==> src/hdl/riscv_pkg.sv <==
////////////////////////////////////////////////////////////////////////////
// Core-wide widths, opcodes and reset PC
// Stage structs, ALU and fetch enums
////////////////////////////////////////////////////////////////////////////

`default_nettype none

package riscv_pkg;

  localparam int XLEN = 32;

  typedef logic [XLEN-1:0] word_t;
  typedef logic [4:0]      reg_idx_t;
  typedef logic [6:0]      opcode_t;

  localparam word_t PC_INIT = 32'h200;

  // Major opcodes of the supported subset
  localparam opcode_t OPC_OP     = 7'b0110011;
  localparam opcode_t OPC_OP_IMM = 7'b0010011;
  localparam opcode_t OPC_LUI    = 7'b0110111;
  localparam opcode_t OPC_STORE  = 7'b0100011;

  localparam word_t NOP_INSN = 32'h0000_0013;  // ADDI x0,x0,0

  typedef enum logic [2:0] {
    ALU_ADD,
    ALU_SUB,
    ALU_AND,
    ALU_OR,
    ALU_XOR,
    ALU_PASS_B
  } alu_op_e;

  typedef enum logic {
    FETCH_REQ,
    FETCH_HOLD
  } fetch_state_e;

  ////////////////////////////////////////////////////////////////////////////
  // Stage payloads
  typedef struct packed {
    logic  valid;
    word_t pc;
    word_t insn;
  } if_id_t;

  typedef struct packed {
    logic     valid;
    alu_op_e  alu_op;
    word_t    opA;
    word_t    opB;
    word_t    store_data;   // rs2 value for stores
    logic     is_store;
    logic     is_byte;      // SB, else SW
    reg_idx_t rd;
    logic     we;
  } id_ex_t;

  typedef struct packed {
    logic       valid;
    word_t      result;     // Also the store address
    word_t      wdata;      // Already in its byte lane
    logic [3:0] sel;
    logic       is_store;
    reg_idx_t   rd;
    logic       we;
  } ex_mem_t;

  typedef struct packed {
    logic     we;
    reg_idx_t rd;
    word_t    value;
  } fwd_t;

endpackage

`default_nettype wire

==> src/hdl/riscv_core.sv <==
////////////////////////////////////////////////////////////////////////////
// Core top level: fetch, decode, execute, memory/write-back
// and the integer register file
////////////////////////////////////////////////////////////////////////////

`timescale 1ns/1ps
`default_nettype none

module riscv_core
  import riscv_pkg::*;
(
  input  logic       clk_i,
  input  logic       rst_i,

  // Instruction bus
  output word_t      iwb_adr_o,
  output logic       iwb_cyc_o,
  output logic       iwb_stb_o,
  input  word_t      iwb_dat_i,
  input  logic       iwb_ack_i,

  // Data bus, write only
  output word_t      dwb_adr_o,
  output word_t      dwb_dat_o,
  output logic [3:0] dwb_sel_o,
  output logic       dwb_cyc_o,
  output logic       dwb_stb_o,
  input  logic       dwb_ack_i
);

  if_id_t   if_id;
  id_ex_t   id_ex;
  ex_mem_t  ex_mem;
  fwd_t     ex_fwd;
  fwd_t     wb_fwd;
  logic     id_stall;
  logic     ex_stall;
  logic     mem_stall;
  reg_idx_t rf_rs1;
  reg_idx_t rf_rs2;
  word_t    rf_rd1;
  word_t    rf_rd2;

  riscv_if if_unit (
    .clk_i      ( clk_i     ),
    .rst_i      ( rst_i     ),
    .iwb_adr_o  ( iwb_adr_o ),
    .iwb_cyc_o  ( iwb_cyc_o ),
    .iwb_stb_o  ( iwb_stb_o ),
    .iwb_dat_i  ( iwb_dat_i ),
    .iwb_ack_i  ( iwb_ack_i ),
    .id_stall_i ( id_stall  ),
    .if_id_o    ( if_id     ) );

  riscv_id id_unit (
    .clk_i      ( clk_i    ),
    .rst_i      ( rst_i    ),
    .if_id_i    ( if_id    ),
    .ex_stall_i ( ex_stall ),
    .id_stall_o ( id_stall ),
    .rf_rs1_o   ( rf_rs1   ),
    .rf_rs2_o   ( rf_rs2   ),
    .rf_rd1_i   ( rf_rd1   ),
    .rf_rd2_i   ( rf_rd2   ),
    .ex_fwd_i   ( ex_fwd   ),
    .wb_fwd_i   ( wb_fwd   ),
    .id_ex_o    ( id_ex    ) );

  riscv_rf int_rf (
    .clk_i    ( clk_i  ),
    .rs1_i    ( rf_rs1 ),
    .rs2_i    ( rf_rs2 ),
    .rd1_o    ( rf_rd1 ),
    .rd2_o    ( rf_rd2 ),
    .wb_fwd_i ( wb_fwd ) );

  riscv_ex ex_unit (
    .clk_i       ( clk_i     ),
    .rst_i       ( rst_i     ),
    .id_ex_i     ( id_ex     ),
    .mem_stall_i ( mem_stall ),
    .ex_stall_o  ( ex_stall  ),
    .ex_fwd_o    ( ex_fwd    ),
    .ex_mem_o    ( ex_mem    ) );

  riscv_mem mem_unit (
    .clk_i       ( clk_i     ),
    .rst_i       ( rst_i     ),
    .ex_mem_i    ( ex_mem    ),
    .dwb_adr_o   ( dwb_adr_o ),
    .dwb_dat_o   ( dwb_dat_o ),
    .dwb_sel_o   ( dwb_sel_o ),
    .dwb_cyc_o   ( dwb_cyc_o ),
    .dwb_stb_o   ( dwb_stb_o ),
    .dwb_ack_i   ( dwb_ack_i ),
    .mem_stall_o ( mem_stall ),
    .wb_fwd_o    ( wb_fwd    ) );

endmodule

`default_nettype wire

==> src/hdl/riscv_ex.sv <==
////////////////////////////////////////////////////////////////////////////
// Execute: ALU, store lane/byte-select preparation
// and the execute/memory register
////////////////////////////////////////////////////////////////////////////

`timescale 1ns/1ps
`default_nettype none

module riscv_ex
  import riscv_pkg::*;
(
  input  logic    clk_i,
  input  logic    rst_i,
  input  id_ex_t  id_ex_i,
  input  logic    mem_stall_i,
  output logic    ex_stall_o,
  output fwd_t    ex_fwd_o,
  output ex_mem_t ex_mem_o
);

  word_t      alu_r;
  logic [1:0] lane;
  ex_mem_t    ex_mem_d;
  ex_mem_t    ex_mem_q;

  always_comb
  begin
    case (id_ex_i.alu_op)
      ALU_ADD:    alu_r = id_ex_i.opA + id_ex_i.opB;
      ALU_SUB:    alu_r = id_ex_i.opA - id_ex_i.opB;
      ALU_AND:    alu_r = id_ex_i.opA & id_ex_i.opB;
      ALU_OR:     alu_r = id_ex_i.opA | id_ex_i.opB;
      ALU_XOR:    alu_r = id_ex_i.opA ^ id_ex_i.opB;
      ALU_PASS_B: alu_r = id_ex_i.opB;
      default:    alu_r = '0;
    endcase
  end

  assign lane = alu_r[1:0];

  always_comb
  begin
    ex_mem_d.valid    = id_ex_i.valid;
    ex_mem_d.result   = alu_r;
    ex_mem_d.is_store = id_ex_i.is_store;
    ex_mem_d.rd       = id_ex_i.rd;
    ex_mem_d.we       = id_ex_i.we;
    if (id_ex_i.is_byte)
    begin
      ex_mem_d.wdata = word_t'(id_ex_i.store_data[7:0]) << {lane, 3'b000};
      ex_mem_d.sel   = 4'b0001 << lane;
    end
    else
    begin
      ex_mem_d.wdata = id_ex_i.store_data;
      ex_mem_d.sel   = 4'b1111;
      if (id_ex_i.is_store)
        ex_mem_d.result = {alu_r[XLEN-1:2], 2'b00};   // Word aligned
    end
  end

  always_ff @(posedge clk_i)
  begin
    if (rst_i)
    begin
      ex_mem_q.valid    <= 1'b0;
      ex_mem_q.we       <= 1'b0;
      ex_mem_q.is_store <= 1'b0;
    end
    else if (!mem_stall_i)
      ex_mem_q <= ex_mem_d;
  end

  // Result of the instruction now in execute, for decode
  assign ex_fwd_o   = {id_ex_i.valid & id_ex_i.we, id_ex_i.rd, alu_r};
  assign ex_stall_o = mem_stall_i;
  assign ex_mem_o   = ex_mem_q;

endmodule

`default_nettype wire

==> src/hdl/riscv_id.sv <==
////////////////////////////////////////////////////////////////////////////
// Instruction decode for the RV32I subset
// Immediate generation, operand forwarding, decode/execute register
////////////////////////////////////////////////////////////////////////////

`timescale 1ns/1ps
`default_nettype none

module riscv_id
  import riscv_pkg::*;
(
  input  logic     clk_i,
  input  logic     rst_i,
  input  if_id_t   if_id_i,
  input  logic     ex_stall_i,
  output logic     id_stall_o,
  output reg_idx_t rf_rs1_o,
  output reg_idx_t rf_rs2_o,
  input  word_t    rf_rd1_i,
  input  word_t    rf_rd2_i,
  input  fwd_t     ex_fwd_i,
  input  fwd_t     wb_fwd_i,
  output id_ex_t   id_ex_o
);

  opcode_t    opcode;
  logic [2:0] funct3;
  logic [6:0] funct7;
  reg_idx_t   rd;
  word_t      rs1_val;
  word_t      rs2_val;
  word_t      imm_i;
  word_t      imm_s;
  word_t      imm_u;
  logic       legal;
  id_ex_t     id_ex_d;
  id_ex_t     id_ex_q;

  // Youngest producer wins, x0 never forwarded
  function automatic word_t fwd_pick(reg_idx_t idx, word_t rf_val, fwd_t ex_f, fwd_t wb_f);
    word_t val;
    val = rf_val;
    if (idx != '0 && wb_f.we && wb_f.rd == idx)
      val = wb_f.value;
    if (idx != '0 && ex_f.we && ex_f.rd == idx)
      val = ex_f.value;
    return val;
  endfunction

  assign opcode   = if_id_i.insn[6:0];
  assign funct3   = if_id_i.insn[14:12];
  assign funct7   = if_id_i.insn[31:25];
  assign rd       = if_id_i.insn[11:7];
  assign rf_rs1_o = if_id_i.insn[19:15];
  assign rf_rs2_o = if_id_i.insn[24:20];

  assign imm_i = {{20{if_id_i.insn[31]}}, if_id_i.insn[31:20]};
  assign imm_s = {{20{if_id_i.insn[31]}}, if_id_i.insn[31:25], if_id_i.insn[11:7]};
  assign imm_u = {if_id_i.insn[31:12], 12'h000};

  assign rs1_val = fwd_pick(rf_rs1_o, rf_rd1_i, ex_fwd_i, wb_fwd_i);
  assign rs2_val = fwd_pick(rf_rs2_o, rf_rd2_i, ex_fwd_i, wb_fwd_i);

  ////////////////////////////////////////////////////////////////////////////
  // Decode
  always_comb
  begin
    id_ex_d            = '0;
    id_ex_d.alu_op     = ALU_ADD;
    id_ex_d.opA        = rs1_val;
    id_ex_d.opB        = rs2_val;
    id_ex_d.store_data = rs2_val;
    id_ex_d.rd         = rd;
    legal              = 1'b1;

    case (opcode)
      OPC_OP, OPC_OP_IMM:
      begin
        id_ex_d.we = 1'b1;
        case (funct3)
          3'b000:  id_ex_d.alu_op = (opcode == OPC_OP && funct7[5]) ? ALU_SUB : ALU_ADD;
          3'b100:  id_ex_d.alu_op = ALU_XOR;
          3'b110:  id_ex_d.alu_op = ALU_OR;
          3'b111:  id_ex_d.alu_op = ALU_AND;
          default: legal = 1'b0;
        endcase
        if (opcode == OPC_OP)
          legal = legal && (funct7 == 7'b0 || (funct7 == 7'b0100000 && funct3 == 3'b000));
        else
          id_ex_d.opB = imm_i;
      end
      OPC_LUI:
      begin
        id_ex_d.we     = 1'b1;
        id_ex_d.alu_op = ALU_PASS_B;
        id_ex_d.opB    = imm_u;
      end
      OPC_STORE:
      begin
        id_ex_d.is_store = 1'b1;
        id_ex_d.is_byte  = (funct3 == 3'b000);
        id_ex_d.opB      = imm_s;                  // Address = rs1 + imm
        legal            = (funct3 == 3'b000) || (funct3 == 3'b010);
      end
      default: legal = 1'b0;                      // Outside subset, bubble
    endcase

    id_ex_d.valid    = if_id_i.valid & legal;
    id_ex_d.we       = id_ex_d.we & id_ex_d.valid & (rd != '0);
    id_ex_d.is_store = id_ex_d.is_store & id_ex_d.valid;
  end

  always_ff @(posedge clk_i)
  begin
    if (rst_i)
    begin
      id_ex_q.valid    <= 1'b0;
      id_ex_q.we       <= 1'b0;
      id_ex_q.is_store <= 1'b0;
    end
    else if (!ex_stall_i)
      id_ex_q <= id_ex_d;
  end

  assign id_stall_o = ex_stall_i;
  assign id_ex_o    = id_ex_q;

endmodule

`default_nettype wire

==> src/hdl/riscv_if.sv <==
////////////////////////////////////////////////////////////////////////////
// Instruction fetch: program counter, Wishbone fetch FSM
// and a one-entry skid buffer toward decode
////////////////////////////////////////////////////////////////////////////

`timescale 1ns/1ps
`default_nettype none

module riscv_if
  import riscv_pkg::*;
(
  input  logic   clk_i,
  input  logic   rst_i,
  output word_t  iwb_adr_o,
  output logic   iwb_cyc_o,
  output logic   iwb_stb_o,
  input  word_t  iwb_dat_i,
  input  logic   iwb_ack_i,
  input  logic   id_stall_i,
  output if_id_t if_id_o
);

  fetch_state_e state_q;
  word_t        pc_q;
  if_id_t       out_q;
  if_id_t       skid_q;
  logic         take;

  assign iwb_adr_o = pc_q;
  assign iwb_cyc_o = (state_q == FETCH_REQ);
  assign iwb_stb_o = (state_q == FETCH_REQ);
  assign take      = iwb_cyc_o & iwb_ack_i;   // Word accepted this cycle
  assign if_id_o   = out_q;

  // Fetch FSM, one word per bus cycle
  always_ff @(posedge clk_i)
  begin
    if (rst_i)
    begin
      state_q <= FETCH_HOLD;
      pc_q    <= PC_INIT;
    end
    else
    begin
      case (state_q)
        FETCH_REQ:
        begin
          if (take)
          begin
            state_q <= FETCH_HOLD;
            pc_q    <= pc_q + 32'd4;
          end
        end
        FETCH_HOLD:
        begin
          // No new request while the pipe is backed up
          if (!id_stall_i && !skid_q.valid)
            state_q <= FETCH_REQ;
        end
        default: state_q <= FETCH_HOLD;
      endcase
    end
  end

  // Output register and skid entry
  always_ff @(posedge clk_i)
  begin
    if (rst_i)
    begin
      out_q.valid  <= 1'b0;
      skid_q.valid <= 1'b0;
    end
    else if (!id_stall_i)
    begin
      if (take)
        out_q <= {1'b1, pc_q, iwb_dat_i};
      else if (skid_q.valid)
      begin
        out_q        <= skid_q;
        skid_q.valid <= 1'b0;
      end
      else
      begin
        out_q.valid <= 1'b0;                   // Bubble
        out_q.insn  <= NOP_INSN;
      end
    end
    else if (take)
      skid_q <= {1'b1, pc_q, iwb_dat_i};       // Park word until stall clears
  end

endmodule

`default_nettype wire

==> src/hdl/riscv_mem.sv <==
////////////////////////////////////////////////////////////////////////////
// Memory/write-back: Wishbone store master
// and register file write port
////////////////////////////////////////////////////////////////////////////

`timescale 1ns/1ps
`default_nettype none

module riscv_mem
  import riscv_pkg::*;
(
  input  logic       clk_i,
  input  logic       rst_i,
  input  ex_mem_t    ex_mem_i,
  output word_t      dwb_adr_o,
  output word_t      dwb_dat_o,
  output logic [3:0] dwb_sel_o,
  output logic       dwb_cyc_o,
  output logic       dwb_stb_o,
  input  logic       dwb_ack_i,
  output logic       mem_stall_o,
  output fwd_t       wb_fwd_o
);

  logic store_req;
  logic done;
  logic gap_q;   // cyc/stb low for one cycle after ack

  assign store_req = ex_mem_i.valid & ex_mem_i.is_store;
  assign done      = dwb_stb_o & dwb_ack_i;

  ////////////////////////////////////////////////////////////////////////////
  // Store bus cycle
  assign dwb_adr_o = ex_mem_i.result;
  assign dwb_dat_o = ex_mem_i.wdata;
  assign dwb_sel_o = ex_mem_i.sel;
  assign dwb_cyc_o = store_req & ~gap_q;
  assign dwb_stb_o = store_req & ~gap_q;

  always_ff @(posedge clk_i)
  begin
    if (rst_i)
      gap_q <= 1'b0;
    else
      gap_q <= done;
  end

  // Hold the whole pipe until the slave acks
  assign mem_stall_o = store_req & ~done;

  // Write-back in the cycle the result lands here
  assign wb_fwd_o.we    = ex_mem_i.valid & ex_mem_i.we & ~ex_mem_i.is_store;
  assign wb_fwd_o.rd    = ex_mem_i.rd;
  assign wb_fwd_o.value = ex_mem_i.result;

endmodule

`default_nettype wire

==> src/hdl/riscv_rf.sv <==
////////////////////////////////////////////////////////////////////////////
// Integer register file, 2 async reads, 1 clocked write
////////////////////////////////////////////////////////////////////////////

`timescale 1ns/1ps
`default_nettype none

module riscv_rf
  import riscv_pkg::*;
(
  input  logic     clk_i,
  input  reg_idx_t rs1_i,
  input  reg_idx_t rs2_i,
  output word_t    rd1_o,
  output word_t    rd2_o,
  input  fwd_t     wb_fwd_i
);

  word_t regs [1:31];   // x0 has no storage

  always_ff @(posedge clk_i)
  begin
    if (wb_fwd_i.we && wb_fwd_i.rd != '0)
      regs[wb_fwd_i.rd] <= wb_fwd_i.value;
  end

  // x0 hardwired to zero
  assign rd1_o = (rs1_i == '0) ? '0 : regs[rs1_i];
  assign rd2_o = (rs2_i == '0) ? '0 : regs[rs2_i];

endmodule

`default_nettype wire

==> config.mk <==
export PLATFORM = sky130hd
export DESIGN_NAME = riscv_core
export DESIGN_NICKNAME = d
export VERILOG_FILES = /design/src/hdl/riscv_pkg.sv /design/src/hdl/riscv_core.sv /design/src/hdl/riscv_ex.sv /design/src/hdl/riscv_id.sv /design/src/hdl/riscv_if.sv /design/src/hdl/riscv_mem.sv /design/src/hdl/riscv_rf.sv
export SDC_FILE = /design/constraint.sdc
export NUM_CORES = 2
export LEC_CHECK = 0
export BUFFER_PORTS_ARGS = -buffer_cell sky130_fd_sc_hd__buf_2
export CAP_MARGIN = 20
export CORE_UTILIZATION = 47
export CTS_BUF_LIST = sky130_fd_sc_hd__clkbuf_4
export DETAILED_ROUTE_END_ITERATION = 10
export HOLD_SLACK_MARGIN = 0.15
export PLACE_DENSITY = 0.59
export REMOVE_ABC_BUFFERS = 1
export SLEW_MARGIN = 40
export SYNTH_ARGS = -nofsm -noshare
export SYNTH_HDL_FRONTEND = slang
export SYNTH_SLANG_ARGS = --single-unit
==> constraint.sdc <==
create_clock -name clk_i -period 23.9 [get_ports clk_i]
set_clock_uncertainty 0.15 [all_clocks]
set_input_delay 4.78 -clock clk_i [delete_from_list [all_inputs] [get_ports clk_i]]
set_output_delay 4.78 -clock clk_i [all_outputs]
set_load 0.02 [all_outputs]
==> results.json <==
{
  "status": "complete, but fails checks",
  "violations": "DRC",
  "globalplace.congestion": 0.977,
  "rr_startpoint": "id_unit.id_ex_o[46]",
  "worstPathRequired_ns": 18.97,
  "synth_edf_count": 1234,
  "cts-resized-gates": 0,
  "drc": 28,
  "clock_path_buffers": 4,
  "period_needed_ns": 7.41,
  "cts_buffers": 355,
  "grt_pass1_vias": 39600,
  "hold_depth": 2,
  "rsz0062_at_grt": "no",
  "first_pass_iters": 10,
  "critPathMaxFanout": 34,
  "syn_inst": 3951,
  "async_reset_ff_share_pct": 0,
  "path_class": "register to output port",
  "die_y_um": 369,
  "cap_violations": 0,
  "power_density_nw_per_um2": 76.0,
  "routed_wl_mm": 200,
  "synth_top_area_share_pct": 58.5,
  "drt_iter0_markers": 4741,
  "cts_hold_buffers": 0,
  "wl_per_cell_um": 32.0,
  "grt_usage_pct": 29.5,
  "irDropWorstVdd_v": 0.0000504,
  "synth_ff_type": "edfxtp_1",
  "reg2regPathDepth": 17,
  "fp.dieW_um": 369,
  "grt_max_degree": 104,
  "clock-root-buffer": "clkbuf_4",
  "core-area_um2": 134000,
  "nNetsFinal": 4386,
  "drtAntennaViolNets": 0,
  "tightest_slew_ns": 0.923,
  "leakage_nw": 23.4,
  "ys_types": 84,
  "setup_viol": 0,
  "endpoint_kind": "output port",
  "die-area_um2": 136000,
  "via_per_inst": 6.39,
  "synth-seq-area-share_pct": 60.1,
  "grt_pass1_wl_mm": 284,
  "total_power_mw": 5.37,
  "hp-start": "ex_unit.ex_mem_o[0]",
  "clock_latency_ns": 1.30,
  "fmaxAchievable_mhz": 135,
  "clk_pin_slew_worst_paths_ns": 0.07,
  "gr-total-overflow": 0,
  "via_count": 40000,
  "placementRows": 134,
  "yosys_warnings": 0,
  "period_share_pct": 31.0,
  "crit_start": "ex_unit.ex_mem_o[74]",
  "final.setup.tns_ns": 0,
  "synth_area_leaders": "edfxtp_1 (58%), mux4_2 (19%), mux2i_1 (2.1%)",
  "boundaryPins": 140,
  "ys_ff_latch": 1284,
  "critPathArrivalTime_ns": 2.48,
  "avgSynthCellArea_um2": 16.0,
  "cts_tree": "yes",
  "synth_top_cell_by_area": "edfxtp_1",
  "netlist_area_um2": 63400,
  "syn_to_final_growth_pct": 11.5,
  "worst_setup_path_start_kind": "register",
  "h-tree-depth": 5,
  "final_max_slew_viol_count": 0,
  "hold_viol_final": 0,
  "drive_above_1_share_pct": 32.6,
  "antenna_found_initial": 5,
  "hpwl_mm": 120,
  "slew-limit-headroom_pct": 37.8,
  "timing.hold.ws_ns": 0.322,
  "cts_setup_buffers": 0,
  "r2r_slack_ns": 17.87,
  "numClockSinks": 1284,
  "hp-class": "register to register",
  "start_util_pct": 47.4,
  "io_buffers": 137
}
Yosys cell counts, types with 10 or more instances:
library cell / instances
dfxtp_1: 50
buf_4: 89
buf_2: 49
o211ai_1: 21
a22oi_1: 23
ha_1: 98
inv_1: 134
and3_1: 20
xor2_1: 37
nand2_1: 226
a211oi_1: 150
or3_1: 14
nand3_1: 32
xnor2_1: 61
nand4_1: 19
buf_1: 37
buf_6: 10
o21ai_1: 12
o21ai_0: 97
nor2_1: 241
and2_1: 16
mux2_2: 19
nor3_1: 26
a31oi_1: 18
clkbuf_1: 149
o21a_1: 10
a221oi_1: 10
mux4_2: 543
mux2i_1: 131
edfxtp_1: 1234
a21o_1: 22
a21oi_1: 206
where the power goes:
| group | internal (mW) | switching [mW] | total, mW | leakage (nW) |
|---|---|---|---|---|
| Sequential | 2.60 | 0.0597 | 2.65 | 11.7 |
| Clock | 1.02 | 0.917 | 1.93 | 2.57 |
| Combinational | 0.284 | 0.493 | 0.777 | 9.09 |
| Total | 3.90 | 1.47 | 5.37 | 23.4 |
logic make-up after synthesis:
family | Yosys count | share of synthesized area (%)
other | 1 | 0.00592
AOI/OAI and AO/OA | 655 | 6.72
xor gates and xnor gates | 99 | 1.38
buffers and inverters | 470 | 3.54
muxes | 695 | 21.8
and+or+nand+nor | 648 | 4.57
DFF | 1284 | 60.1
adders and majority gates | 99 | 1.97
sequential cells by signal, summed over array words and instances, names as in the netlist, named ones only:
register / count
ex_unit.ex_mem_o: 76
id_unit.id_ex_o: 108
if_unit.if_id_o: 33
if_unit.iwb_adr_o: 30
if_unit.skid_q: 33
if_unit.state_q: 1
int_rf.regs: 992
mem_unit.gap_q: 1
worst paths after layout:
kind	endpoint
max	dwb_adr_o[31]
min	ex_unit.ex_mem_o[0]
max reg2reg	id_unit.id_ex_o[65]
min reg2reg	ex_unit.ex_mem_o[0]
worst max-delay path, cell delays in order, from the launching register on:
cell and delay (ns):
edfxtp_1 0.50, buf_4 0.38, buf_2 0.28
placed cells by master, fill, tap and decap left out, types with 19 or more instances in the layout:
cell type / netlist / layout
nor2_1: 241 / 202
a211oi_1: 150 / 150
mux2_2: 19 / 19
a22oi_1: 23 / 23
buf_2: 49 / 137
mux2i_1: 131 / 131
nor2_4: 0 / 34
xor2_1: 37 / 37
ha_1: 98 / 98
buf_4: 89 / 97
edfxtp_1: 1234 / 1234
a21o_1: 22 / 22
and3_1: 20 / 20
nand3_1: 32 / 32
o211ai_1: 21 / 21
dfxtp_1: 50 / 40
inv_1: 134 / 133
nand2_1: 226 / 225
clkinv_1: 1 / 59
xnor2_1: 61 / 61
nor3_1: 26 / 23
nand4_1: 19 / 19
a21oi_1: 206 / 203
o21ai_0: 97 / 97
clkbuf_4: 0 / 512
mux4_2: 543 / 543
through the flow:
stage / area, µm² / setup slack, ns / util (%) / instances
2_1_floorplan: 61600 / 8.02 / - / 3617
3_3_place_gp: 65700 / 16.11 / 49.2 / 5634
3_5_place_dp: 66300 / 15.97 / 49.6 / 5660
4_1_cts: 70600 / 16.40 / 52.8 / 6249
5_1_grt: 70600 / 16.38 / 52.8 / 6254
6_report: 70600 / 16.49 / 52.9 / 6256
cell type report:
type | instances | area, µm²
well taps | 1768 | 2210
fillers | 11000 | 63000
multi-input cells | 2198 | 23400
diodes | 5 | 12.5
clock inverters | 77 | 409
clock buffers | 512 | 3840
inverters | 135 | 507
repair buffers | 277 | 2150
flip-flops and latches | 1284 | 38100
metal layers:
layer	part of all wire [%]	vias to the layer above	GRT usage, %
li1	-	16700	-
met1	40	20800	40.6
met2	47	2094	46.0
met3	9.8	329	7.45
met4	3.0	0	10.1
met5	0	-	0
No activity file was read; power rests on OpenSTA's default activity.
